$ cat src/design/nird_pkg.sv
package nird_pkg;

  // frame geometry, fixed for this block
  localparam logic [15:0] IMG_COLS = 16'd8;
  localparam logic [15:0] IMG_ROWS = 16'd8;
  localparam logic [2:0]  WIN      = 3'd5;

  // pixels in the patch, so GAIN * pixel >= sum means pixel >= mean
  localparam logic [4:0]  GAIN  = 5'd25;
  localparam int          SUM_W = 13;

  localparam logic [3:0]  QUEUE_DEPTH = 4'd8;

  typedef struct packed {
    logic       sof;
    logic [7:0] data;
  } pixel_t;

  // pix[0] is the oldest row, pix[4] the incoming pixel
  typedef struct packed {
    logic [4:0][7:0] pix;
    logic [2:0]      col;
  } column_t;

  // index k is the sample at angle 45 * k, counter-clockwise from the right
  typedef struct packed {
    logic [7:0][7:0]   r1;
    logic [7:0][7:0]   r2;
    logic [SUM_W-1:0]  sum;
  } ring_t;

  typedef struct packed {
    logic [7:0] ni;
    logic [7:0] rd;
  } pattern_t;

  typedef struct packed {
    logic [3:0] ni;
    logic [3:0] rd;
  } code_t;

endpackage

$ cat src/design/row_line_buffer.sv
`timescale 1ns/1ps

module row_line_buffer import nird_pkg::*; (
  input  logic       clk,
  input  logic       rst_n,
  input  pixel_t     pix_i,
  input  logic       pix_valid_i,
  output column_t    col_o,
  output logic       col_valid_o,
  output logic [2:0] row_o
);

  // line_mem[0] is the row above, line_mem[3] four rows up
  logic [7:0] line_mem [4][IMG_COLS];

  logic [2:0] col_cnt;
  logic [2:0] row_cnt;
  logic [2:0] cur_col;
  logic [2:0] cur_row;

  // sof puts the incoming pixel at the frame origin
  assign cur_col = pix_i.sof ? 3'd0 : col_cnt;
  assign cur_row = pix_i.sof ? 3'd0 : row_cnt;

  always_ff @(posedge clk) begin
    if (!rst_n) begin
      col_cnt <= 3'd0;
      row_cnt <= 3'd0;
    end else if (pix_valid_i) begin
      if (cur_col == 3'(IMG_COLS - 16'd1)) begin
        col_cnt <= 3'd0;
        row_cnt <= (cur_row == 3'(IMG_ROWS - 16'd1)) ? 3'd0 : cur_row + 3'd1;
      end else begin
        col_cnt <= cur_col + 3'd1;
        row_cnt <= cur_row;
      end
    end
  end

  // each row memory feeds the next one down the chain
  always_ff @(posedge clk) begin
    if (!rst_n) begin
      for (int k = 0; k < 4; k++) begin
        for (int c = 0; c < IMG_COLS; c++) begin
          line_mem[k][c] <= '0;
        end
      end
    end else if (pix_valid_i) begin
      line_mem[0][cur_col] <= pix_i.data;
      for (int k = 1; k < 4; k++) begin
        line_mem[k][cur_col] <= line_mem[k-1][cur_col];
      end
    end
  end

  assign col_o.pix   = {pix_i.data, line_mem[0][cur_col], line_mem[1][cur_col],
                        line_mem[2][cur_col], line_mem[3][cur_col]};
  assign col_o.col   = cur_col;
  assign col_valid_o = pix_valid_i;
  assign row_o       = cur_row;

endmodule

$ cat src/design/window_5x5.sv
`timescale 1ns/1ps

module window_5x5 import nird_pkg::*; (
  input  logic       clk,
  input  logic       rst_n,
  input  column_t    col_i,
  input  logic       col_valid_i,
  input  logic [2:0] row_i,
  output ring_t      ring_o,
  output logic       ring_valid_o,
  output logic       border_o
);

  // four stored columns, cols[0] is the leftmost
  logic [WIN-2:0][WIN-1:0][7:0] cols;
  // full window, win[x][y] with x left to right and y top to bottom
  logic [WIN-1:0][WIN-1:0][7:0] win;
  logic [WIN-2:0][SUM_W-1:0]    col_sum;
  logic [SUM_W-1:0]             part_sum;
  logic [SUM_W-1:0]             new_sum;
  logic [SUM_W-1:0]             patch_sum;
  logic [SUM_W-1:0]             full_sum;
  logic                         interior;
  ring_t                        ring_d;

  assign win = {col_i.pix, cols};

  always_comb begin
    new_sum = '0;
    for (int y = 0; y < WIN; y++) begin
      new_sum = new_sum + SUM_W'(col_i.pix[y]);
    end
  end

  // all 25 pixels added up directly
  always_comb begin
    full_sum = '0;
    for (int x = 0; x < WIN; x++) begin
      for (int y = 0; y < WIN; y++) begin
        full_sum = full_sum + SUM_W'(win[x][y]);
      end
    end
  end

  // part_sum covers the four stored columns
  assign patch_sum = part_sum + new_sum;
  assign interior  = (row_i >= WIN - 3'd1) && (col_i.col >= WIN - 3'd1);

  always_ff @(posedge clk) begin
    if (col_valid_i) begin
      cols <= win[WIN-1:1];
    end
  end

  // the running sum must start consistent with its column sums
  always_ff @(posedge clk) begin
    if (!rst_n) begin
      col_sum  <= '0;
      part_sum <= '0;
    end else if (col_valid_i) begin
      col_sum  <= {new_sum, col_sum[WIN-2:1]};
      part_sum <= patch_sum - col_sum[0];
    end
  end

  // nearest-pixel rings around the centre win[2][2]
  always_comb begin
    ring_d.r1 = {win[3][3], win[2][3], win[1][3], win[1][2],
                 win[1][1], win[2][1], win[3][1], win[3][2]};
    ring_d.r2 = {win[4][4], win[2][4], win[0][4], win[0][2],
                 win[0][0], win[2][0], win[4][0], win[4][2]};
    ring_d.sum = patch_sum;
  end

  always_ff @(posedge clk) begin
    if (!rst_n) begin
      ring_valid_o <= 1'b0;
      border_o     <= 1'b0;
    end else begin
      ring_valid_o <= col_valid_i && interior;
      border_o     <= col_valid_i && !interior;
    end
  end

  always_ff @(posedge clk) begin
    if (col_valid_i && interior) begin
      ring_o <= ring_d;
    end
  end

  // running patch sum agrees with the window it describes
  assert property (@(posedge clk) disable iff (!rst_n)
    (col_valid_i && interior) |-> (patch_sum == full_sum));

endmodule

$ cat src/design/nird_bits.sv
`timescale 1ns/1ps

module nird_bits import nird_pkg::*; (
  input  logic     clk,
  input  logic     rst_n,
  input  ring_t    ring_i,
  input  logic     ring_valid_i,
  input  logic     border_i,
  output pattern_t pat_o,
  output logic     pat_valid_o,
  output logic     border_o
);

  pattern_t pat_d;

  always_comb begin
    for (int k = 0; k < 8; k++) begin
      // scaled pixel against the patch sum, i.e. pixel against the mean
      pat_d.ni[k] = (SUM_W'(ring_i.r2[k]) * SUM_W'(GAIN)) >= ring_i.sum;
      // outer sample against the inner one on the same ray
      pat_d.rd[k] = ring_i.r2[k] >= ring_i.r1[k];
    end
  end

  always_ff @(posedge clk) begin
    if (!rst_n) begin
      pat_valid_o <= 1'b0;
      border_o    <= 1'b0;
    end else begin
      pat_valid_o <= ring_valid_i;
      border_o    <= border_i;
    end
  end

  always_ff @(posedge clk) begin
    if (ring_valid_i) begin
      pat_o <= pat_d;
    end
  end

endmodule

$ cat src/design/riu2_mapper.sv
`timescale 1ns/1ps

module riu2_mapper import nird_pkg::*; (
  input  logic     clk,
  input  logic     rst_n,
  input  pattern_t pat_i,
  input  logic     pat_valid_i,
  input  logic     border_i,
  output code_t    code_o,
  output logic     code_valid_o,
  output logic     border_o
);

  // uniform patterns map to their count of ones, the rest to 9
  function automatic logic [3:0] riu2(input logic [7:0] p);
    logic [3:0] trans;
    logic [3:0] ones;
    trans = '0;
    ones  = '0;
    for (int k = 0; k < 8; k++) begin
      trans = trans + 4'(p[k] ^ p[(k + 1) % 8]);
      ones  = ones + 4'(p[k]);
    end
    return (trans <= 4'd2) ? ones : 4'd9;
  endfunction

  always_ff @(posedge clk) begin
    if (!rst_n) begin
      code_valid_o <= 1'b0;
      border_o     <= 1'b0;
    end else begin
      code_valid_o <= pat_valid_i;
      border_o     <= border_i;
    end
  end

  always_ff @(posedge clk) begin
    if (pat_valid_i) begin
      code_o.ni <= riu2(pat_i.ni);
      code_o.rd <= riu2(pat_i.rd);
    end
  end

  // every code leaves as a defined value
  assert property (@(posedge clk) disable iff (!rst_n)
    code_valid_o |-> !$isunknown(code_o));

endmodule

$ cat src/design/code_credit_queue.sv
`timescale 1ns/1ps

module code_credit_queue import nird_pkg::*; (
  input  logic  clk,
  input  logic  rst_n,
  input  code_t code_i,
  input  logic  code_valid_i,
  input  logic  border_i,
  input  logic  out_credit_i,
  output code_t code_o,
  output logic  code_valid_o,
  output logic  in_credit_o
);

  code_t                          mem [QUEUE_DEPTH];
  logic [$clog2(QUEUE_DEPTH)-1:0] wr_ptr;
  logic [$clog2(QUEUE_DEPTH)-1:0] rd_ptr;
  logic [3:0]                     count;
  logic [7:0]                     sink_cnt;
  logic [3:0]                     init_cnt;
  // credits due to the source but not yet sent
  logic [3:0]                     owed;
  logic [4:0]                     req;
  logic                           init_active;
  logic                           deq;
  logic                           full;

  assign full         = (count == QUEUE_DEPTH);
  assign code_valid_o = (count != '0) && (sink_cnt != '0);
  assign deq          = code_valid_o;
  assign code_o       = mem[rd_ptr];

  // one credit per slot after reset, then one per freed slot
  assign init_active = (init_cnt != QUEUE_DEPTH);
  assign req         = 5'(owed) + 5'(border_i) + 5'(deq) + 5'(init_active);
  assign in_credit_o = (req != '0);

  always_ff @(posedge clk) begin
    if (!rst_n) begin
      wr_ptr   <= '0;
      rd_ptr   <= '0;
      count    <= '0;
      sink_cnt <= '0;
      init_cnt <= '0;
      owed     <= '0;
    end else begin
      if (code_valid_i) wr_ptr <= wr_ptr + 1'b1;
      if (deq) rd_ptr <= rd_ptr + 1'b1;
      count    <= count + 4'(code_valid_i) - 4'(deq);
      sink_cnt <= sink_cnt + 8'(out_credit_i) - 8'(deq);
      if (init_active) init_cnt <= init_cnt + 4'd1;
      owed     <= 4'(req - 5'(in_credit_o));
    end
  end

  always_ff @(posedge clk) begin
    if (code_valid_i) begin
      mem[wr_ptr] <= code_i;
    end
  end

  // the source only sends pixels it holds credits for
  assert property (@(posedge clk) disable iff (!rst_n) code_valid_i |-> !full);

  assert property (@(posedge clk) disable iff (!rst_n)
    (out_credit_i && !deq) |=> (sink_cnt != '0));

endmodule

$ cat src/design/texture_nird_top.sv
`timescale 1ns/1ps

module texture_nird_top import nird_pkg::*; (
  input  logic   clk,
  input  logic   rst_n,
  input  pixel_t pix_i,
  input  logic   pix_valid_i,
  input  logic   out_credit_i,
  output logic   in_credit_o,
  output code_t  code_o,
  output logic   code_valid_o
);

  column_t    col;
  logic       col_valid;
  logic [2:0] row;
  ring_t      ring;
  logic       ring_valid;
  pattern_t   pat;
  logic       pat_valid;
  code_t      code;
  logic       code_valid;
  // border pulse, delayed alongside the data stages
  logic       border_w;
  logic       border_p;
  logic       border_c;

  row_line_buffer u_row_line_buffer (
    .clk         (clk),
    .rst_n       (rst_n),
    .pix_i       (pix_i),
    .pix_valid_i (pix_valid_i),
    .col_o       (col),
    .col_valid_o (col_valid),
    .row_o       (row)
  );

  window_5x5 u_window_5x5 (
    .clk          (clk),
    .rst_n        (rst_n),
    .col_i        (col),
    .col_valid_i  (col_valid),
    .row_i        (row),
    .ring_o       (ring),
    .ring_valid_o (ring_valid),
    .border_o     (border_w)
  );

  nird_bits u_nird_bits (
    .clk          (clk),
    .rst_n        (rst_n),
    .ring_i       (ring),
    .ring_valid_i (ring_valid),
    .border_i     (border_w),
    .pat_o        (pat),
    .pat_valid_o  (pat_valid),
    .border_o     (border_p)
  );

  riu2_mapper u_riu2_mapper (
    .clk          (clk),
    .rst_n        (rst_n),
    .pat_i        (pat),
    .pat_valid_i  (pat_valid),
    .border_i     (border_p),
    .code_o       (code),
    .code_valid_o (code_valid),
    .border_o     (border_c)
  );

  code_credit_queue u_code_credit_queue (
    .clk          (clk),
    .rst_n        (rst_n),
    .code_i       (code),
    .code_valid_i (code_valid),
    .border_i     (border_c),
    .out_credit_i (out_credit_i),
    .code_o       (code_o),
    .code_valid_o (code_valid_o),
    .in_credit_o  (in_credit_o)
  );

endmodule

$ cat config.mk
export PLATFORM = sky130hd
export DESIGN_NAME = texture_nird_top
export DESIGN_NICKNAME = d
export VERILOG_FILES = /design/src/design/nird_pkg.sv /design/src/design/row_line_buffer.sv /design/src/design/window_5x5.sv /design/src/design/nird_bits.sv /design/src/design/riu2_mapper.sv /design/src/design/code_credit_queue.sv /design/src/design/texture_nird_top.sv
export SDC_FILE = /design/constraint.sdc
export NUM_CORES = 1
export LEC_CHECK = 0
export ABC_AREA = 1
export BUFFER_PORTS_ARGS = -buffer_cell sky130_fd_sc_hd__clkbuf_2
export CORE_MARGIN = 5
export CORE_UTILIZATION = 60
export DETAILED_ROUTE_END_ITERATION = 10
export GPL_ROUTABILITY_DRIVEN = 0
export PLACE_DENSITY = 0.76
export SYNTH_ARGS = -nofsm -noshare
export SYNTH_HDL_FRONTEND = slang
export SYNTH_SLANG_ARGS = --single-unit
export TNS_END_PERCENT = 10
$ cat constraint.sdc
create_clock -name clk -period 8.75 [get_ports clk]
set_input_delay 0.4375 -clock clk [delete_from_list [all_inputs] [get_ports clk]]
set_output_delay 0.4375 -clock clk [all_outputs]
set_load 0.01 [all_outputs]
== Word level (Yosys, flattened, before mapping) ==
Memory sizes are Yosys's and may differ from the RTL's. A register that Yosys moved wholly into a read port is not among the register bits.
Index checks and enable logic that the tools add are counted.
Widths: inputs -> output; s select.
Operators by class
  add/sub/neg operators: 47
  multipliers: 8
  equal/unequal tests: 3
  bitwise gates (word level): 273
  order comparisons: 22
  reductions and logical operators: 9
  muxes and demuxes: 283
Operators by type and width (number)
  $mux 1: 261
  $or 1x1->1: 256
  $ge 13x13->1: 8
  $mul 8x5->13 const B: 8
  $bmux 8 s3: 4
  $mux 8: 9
  $ge 8x8->1: 8
  $mux 64: 1
  $add 4x4->4: 14
  $add 4x1->4: 13
  $add 13x8->13: 3
  $demux 8 s3: 1
  $mux 3: 7
  $xor 1x1->1: 16
  $add 13x13->13: 1
  $sub 13x13->13: 1
  $add 3x1->3 const B: 4
  $add 5x1->5: 2
  $add 8x8->9: 1
  $add 8x1->8: 1
  $le 4x2->1 const B: 2
  $reduce_bool 8->1: 1
  $sub 4x1->4: 2
  $sub 8x1->8: 1
  13 further kinds: 20
Word-level totals
  memories: 2
  word-level logic and storage cells: 705
  register bits: 412
  output and inout bits: 10
  memory bits (writable): 320
Memory list
  u_row_line_buffer.line_mem: words 4, bits a word 64, read ports 4, clocked after Yosys merged registers in 0, write ports 4, RTL line row_line_buffer.sv:14  | logic [7:0] line_mem [4][IMG_COLS];
  u_code_credit_queue.mem: words 8, bits a word 8, read ports 1, clocked after Yosys merged registers in 1, write ports 1, RTL line code_credit_queue.sv:15  | code_t mem [QUEUE_DEPTH];

== Logic depth before layout (Yosys ltp) ==
  depth in word-level cells: 11
  depth in mapped cells: 46
  gate-level depth less buffers: 43

== Modules after synthesis ==
A second synthesis with hierarchy kept.
Unflattened totals
  cell total of the unflattened synthesis: 4246
  area total of the unflattened synthesis: 40481.3 µm²
Modules (own cells, without submodules)
  window_5x5: sequential area each 9739.3 µm², cells an instance 859, area an instance 12741.0 µm², times used 1
  row_line_buffer: sequential area each 6606.3 µm², cells an instance 1369, area an instance 12005.3 µm², times used 1
  nird_bits: sequential area each 520.5 µm², cells an instance 1465, area an instance 10258.6 µm², times used 1
  code_credit_queue: sequential area each 2502.4 µm², cells an instance 418, area an instance 4251.6 µm², times used 1
  riu2_mapper: sequential area each 280.3 µm², cells an instance 135, area an instance 1224.9 µm², times used 1

== Worst setup path after synthesis ==
Ideal clock, no wire load.
  kind: input to register
  from: input port pix_valid_i
  to: register u_window_5x5.ring_o[0] (netlist name), enable pin
  path slack: 1548 ps
  stages on the path: 3
  required time: 8107 ps
  path buffers: 1
  arrival: 6560 ps
  cells stage by stage: inv_1 > clkbuf_1 > nor2_1
On the way
  longest elaborated chain between the ends: 1
Ends and longest elaborated chain
  start, declared: RTL line texture_nird_top.sv:7  | input logic pix_valid_i,
  $logic_and 1x1->1: RTL line window_5x5.sv:86  | if (col_valid_i && interior) begin
  end signal, assigned: RTL line window_5x5.sv:87  | ring_o <= ring_d;
  end, declared: RTL line window_5x5.sv:9  | output ring_t ring_o,
Every way passes these cells.
A chain may end at the register's enable or synchronous reset.

==> metrics.yaml <==
run_status:
  outcome: "finished, final reports clean"
cts:
  clock-sinks: 727
  clockRootBuffer: "clkbuf_16"
  postCtsResizedCells: 0
  cts_inserted_buffers: 72
  cts_max_level: 3
  hold_buffers: 0
  clock_path_buffers: 3
  clk_latency_ns: 0.63
  postCtsSetupRepairBufs: 0
  cts_tree: "done"
  clk_pin_slew_worst_paths_ns: 0.06
floorplan:
  coreArea_mm2: 0.0642
  rows: 93
  initial_core_util_pct: 60.5
  dieHeight_um: 264
  dieArea_mm2: 0.0699
  ios: 23
  fp.dieW_um: 264
routing:
  ant_nets: 0
  drtIter0Drc: 2210
  drtPass1Iterations: 6
  drc_errors: 0
  routedWlPerCell_um: 18.4
  via_per_inst: 5.66
  vias: 26044
  finalWirelength_mm: 84.6
timing:
  period_share_pct: 87.3
  finalCriticalPeriod_ns: 7.64
  fin_setup_tns_ns: 0
  setup_viol: 0
  fin_skew_ns: 0.0364
  whs_ns: 0.0654
  hold_viol: 0
  fmax_ghz: 0.131
  drv_slew: 0
  slew_headroom_pct: 31.3
  tightest_slew_ns: 1.03
  rsz0062_at_grt: "false"
min_path:
  holdCritPathClass: "input port to flop"
  hp-start: "pix_i[0]"
finish:
  area_delta_synth_final_pct: 7.95
  multi_input_area_mm2: 0.0163
  regArea_mm2: 0.0196
  nets: 4236
  n_fill_cell: 4886
  drive_above_1_share_pct: 6.79
worst_setup_path:
  critPathTopFamily: "adder cells"
  crit_fanout: 82
  critical_path.startpoint: "u_row_line_buffer.col_cnt[0]"
  endpoint_kind: "flop"
  slowest_delay_ns: 0.68
  r2r_start: "u_row_line_buffer.col_cnt[0]"
  path_buf_inv: 7
  cpMostUsedCell: "inv_1"
  cp.required_ns: 9.27
  startpoint_type: "flop"
  worst_ep_arrival_time_ns: 8.16
  cp_slowest_cell: "buf_4"
  crit_type: "flop to flop"
logic_synthesis:
  synth_top_area_cell: "edfxtp_1"
  synth.ff_latch_count: 727
  avgSynthCellArea_um2: 10.6
  synthArstFlopShare_pct: 0
  yosysMostFrequentCell: "inv_1"
  yosys-top-cells-count: "inv_1 (582), edfxtp_1 (509), ha_1 (477)"
  synthCells: 3667
  ys.warnings.count: 0
  ys_seq_area_share_pct: 50.6
  synth.distinct_cells: 50
  netlist_top_cells_area: "edfxtp_1 (39%), ha_1 (15%), dfxtp_1 (11%)"
  yosysTopAreaCellShare_pct: 39.4
  syn_area_mm2: 0.0388
  synth-edff-count: 509
  synth_nets: 4220
  synth_ff_type: "edfxtp_1"
global_routing:
  grt_pass1_wl_mm: 135
  grt_pass1_vias: 25242
  grt_max_degree: 83
  antenna_found_initial: 1
  grt.overflow.total: 0
  gr-usage-all-layers_pct: 24.0
flow_run:
  cap_violations: 0
power:
  power_density_mw_per_mm2: 250
  ir_drop_mv: 0.435
  p_leak_nw: 18.0
place:
  dp_hpwl_mm: 57.9
  port_buffers: 22
final cells by class:
type                            count  area share (%)
Sequential cell                   727            46.9
Multi-Input combinational cell   2230            38.9
Inverter                          603            5.40
Clock buffer                      107            4.91
Tap cell                          855            2.55
Timing Repair Buffer               49           0.767
Clock inverter                     26           0.618
Antenna cell                        2          0.0119
metal layers:
layer | share of wire [%] | GRT usage [%] | vias to the layer above
li1 | - | - | 12727
met2 | 48 | 40.6 | 787
met1 | 43 | 32.4 | 12373
met5 | 0.013 | 0 | -
met4 | 3.3 | 8.22 | 2
met3 | 5.9 | 3.23 | 155
state kept, by name, summed over array words and instances (netlist names), 8 cells and up, named ones only:
| register | cells |
|---|---|
| u_window_5x5.cols | 144 |
| u_nird_bits.pat_o | 16 |
| u_row_line_buffer.line_mem | 256 |
| u_riu2_mapper.code_o | 8 |
| u_code_credit_queue.sink_cnt | 8 |
| u_window_5x5.ring_o | 141 |
| u_window_5x5.part_sum | 13 |
| u_code_credit_queue.mem | 64 |
| u_window_5x5.col_sum | 44 |
kinds of logic after synthesis:
kind of cell | synth area share, %
adders and majority gates | 18.6
xor gates and xnor gates | 2.48
DFF | 50.6
buffers and inverters | 7.47
and+or+nand+nor | 9.31
AOI/OAI and AO/OA | 11.5
through the flow:
| stage | power (W) | worst slack [ns] | utilization (%) | instances | area (µm²) |
|---|---|---|---|---|---|
| 2_1_floorplan | 0.00665 | 1.55 | - | 3667 | 38800 |
| 4_1_cts | 0.0105 | 1.21 | 65.3 | 4597 | 41900 |
| 3_5_place_dp | 0.00744 | 0.936 | 61.7 | 4464 | 39600 |
| 6_report | 0.0105 | 1.11 | 65.3 | 4599 | 41900 |
| 5_1_grt | 0.0111 | 0.478 | 65.3 | 4597 | 41900 |
| 3_3_place_gp | 0.00734 | 1.10 | 61.7 | 4464 | 39600 |
placed cells by master, fill, tap and decap left out, types with 8 or more instances in the layout:
master     instances
xnor2_1           46
nand4_1           48
fa_1              63
xor2_1            64
o21ai_1           25
o22ai_2           12
o21ai_0          225
clkbuf_1          24
nor3_1            10
clkbuf_8           8
o22ai_1           91
nand3_1          123
dfxtp_1          218
nor2_1           240
inv_2             19
ha_1             477
o21a_1            52
a31oi_1           11
buf_4             28
a21oi_1          222
nor2_4             9
inv_1            582
clkbuf_2          21
clkbuf_16         74
o21ai_2           35
nand2_1          356
clkinv_1           8
o211ai_1          58
clkinv_2           8
edfxtp_1         509
report_power, final:
part	internal, W	total (W)	switching (W)
logic	0.00123	0.00341	0.00218
clock network	0.00173	0.00304	0.00130
registers	0.00393	0.00403	0.0000942
path summary, 6_finish.rpt:
check / endpoint / slack [ns] / depth (start not counted)
min reg2reg: u_window_5x5.cols[5] / 0.41 / 0
min: u_window_5x5.ring_o[69] / 0.07 / 1
max reg2reg: u_window_5x5.part_sum[11] / 1.11 / 34
max: u_window_5x5.part_sum[11] / 1.11 / 34
Power figures use the tool's default switching activity.
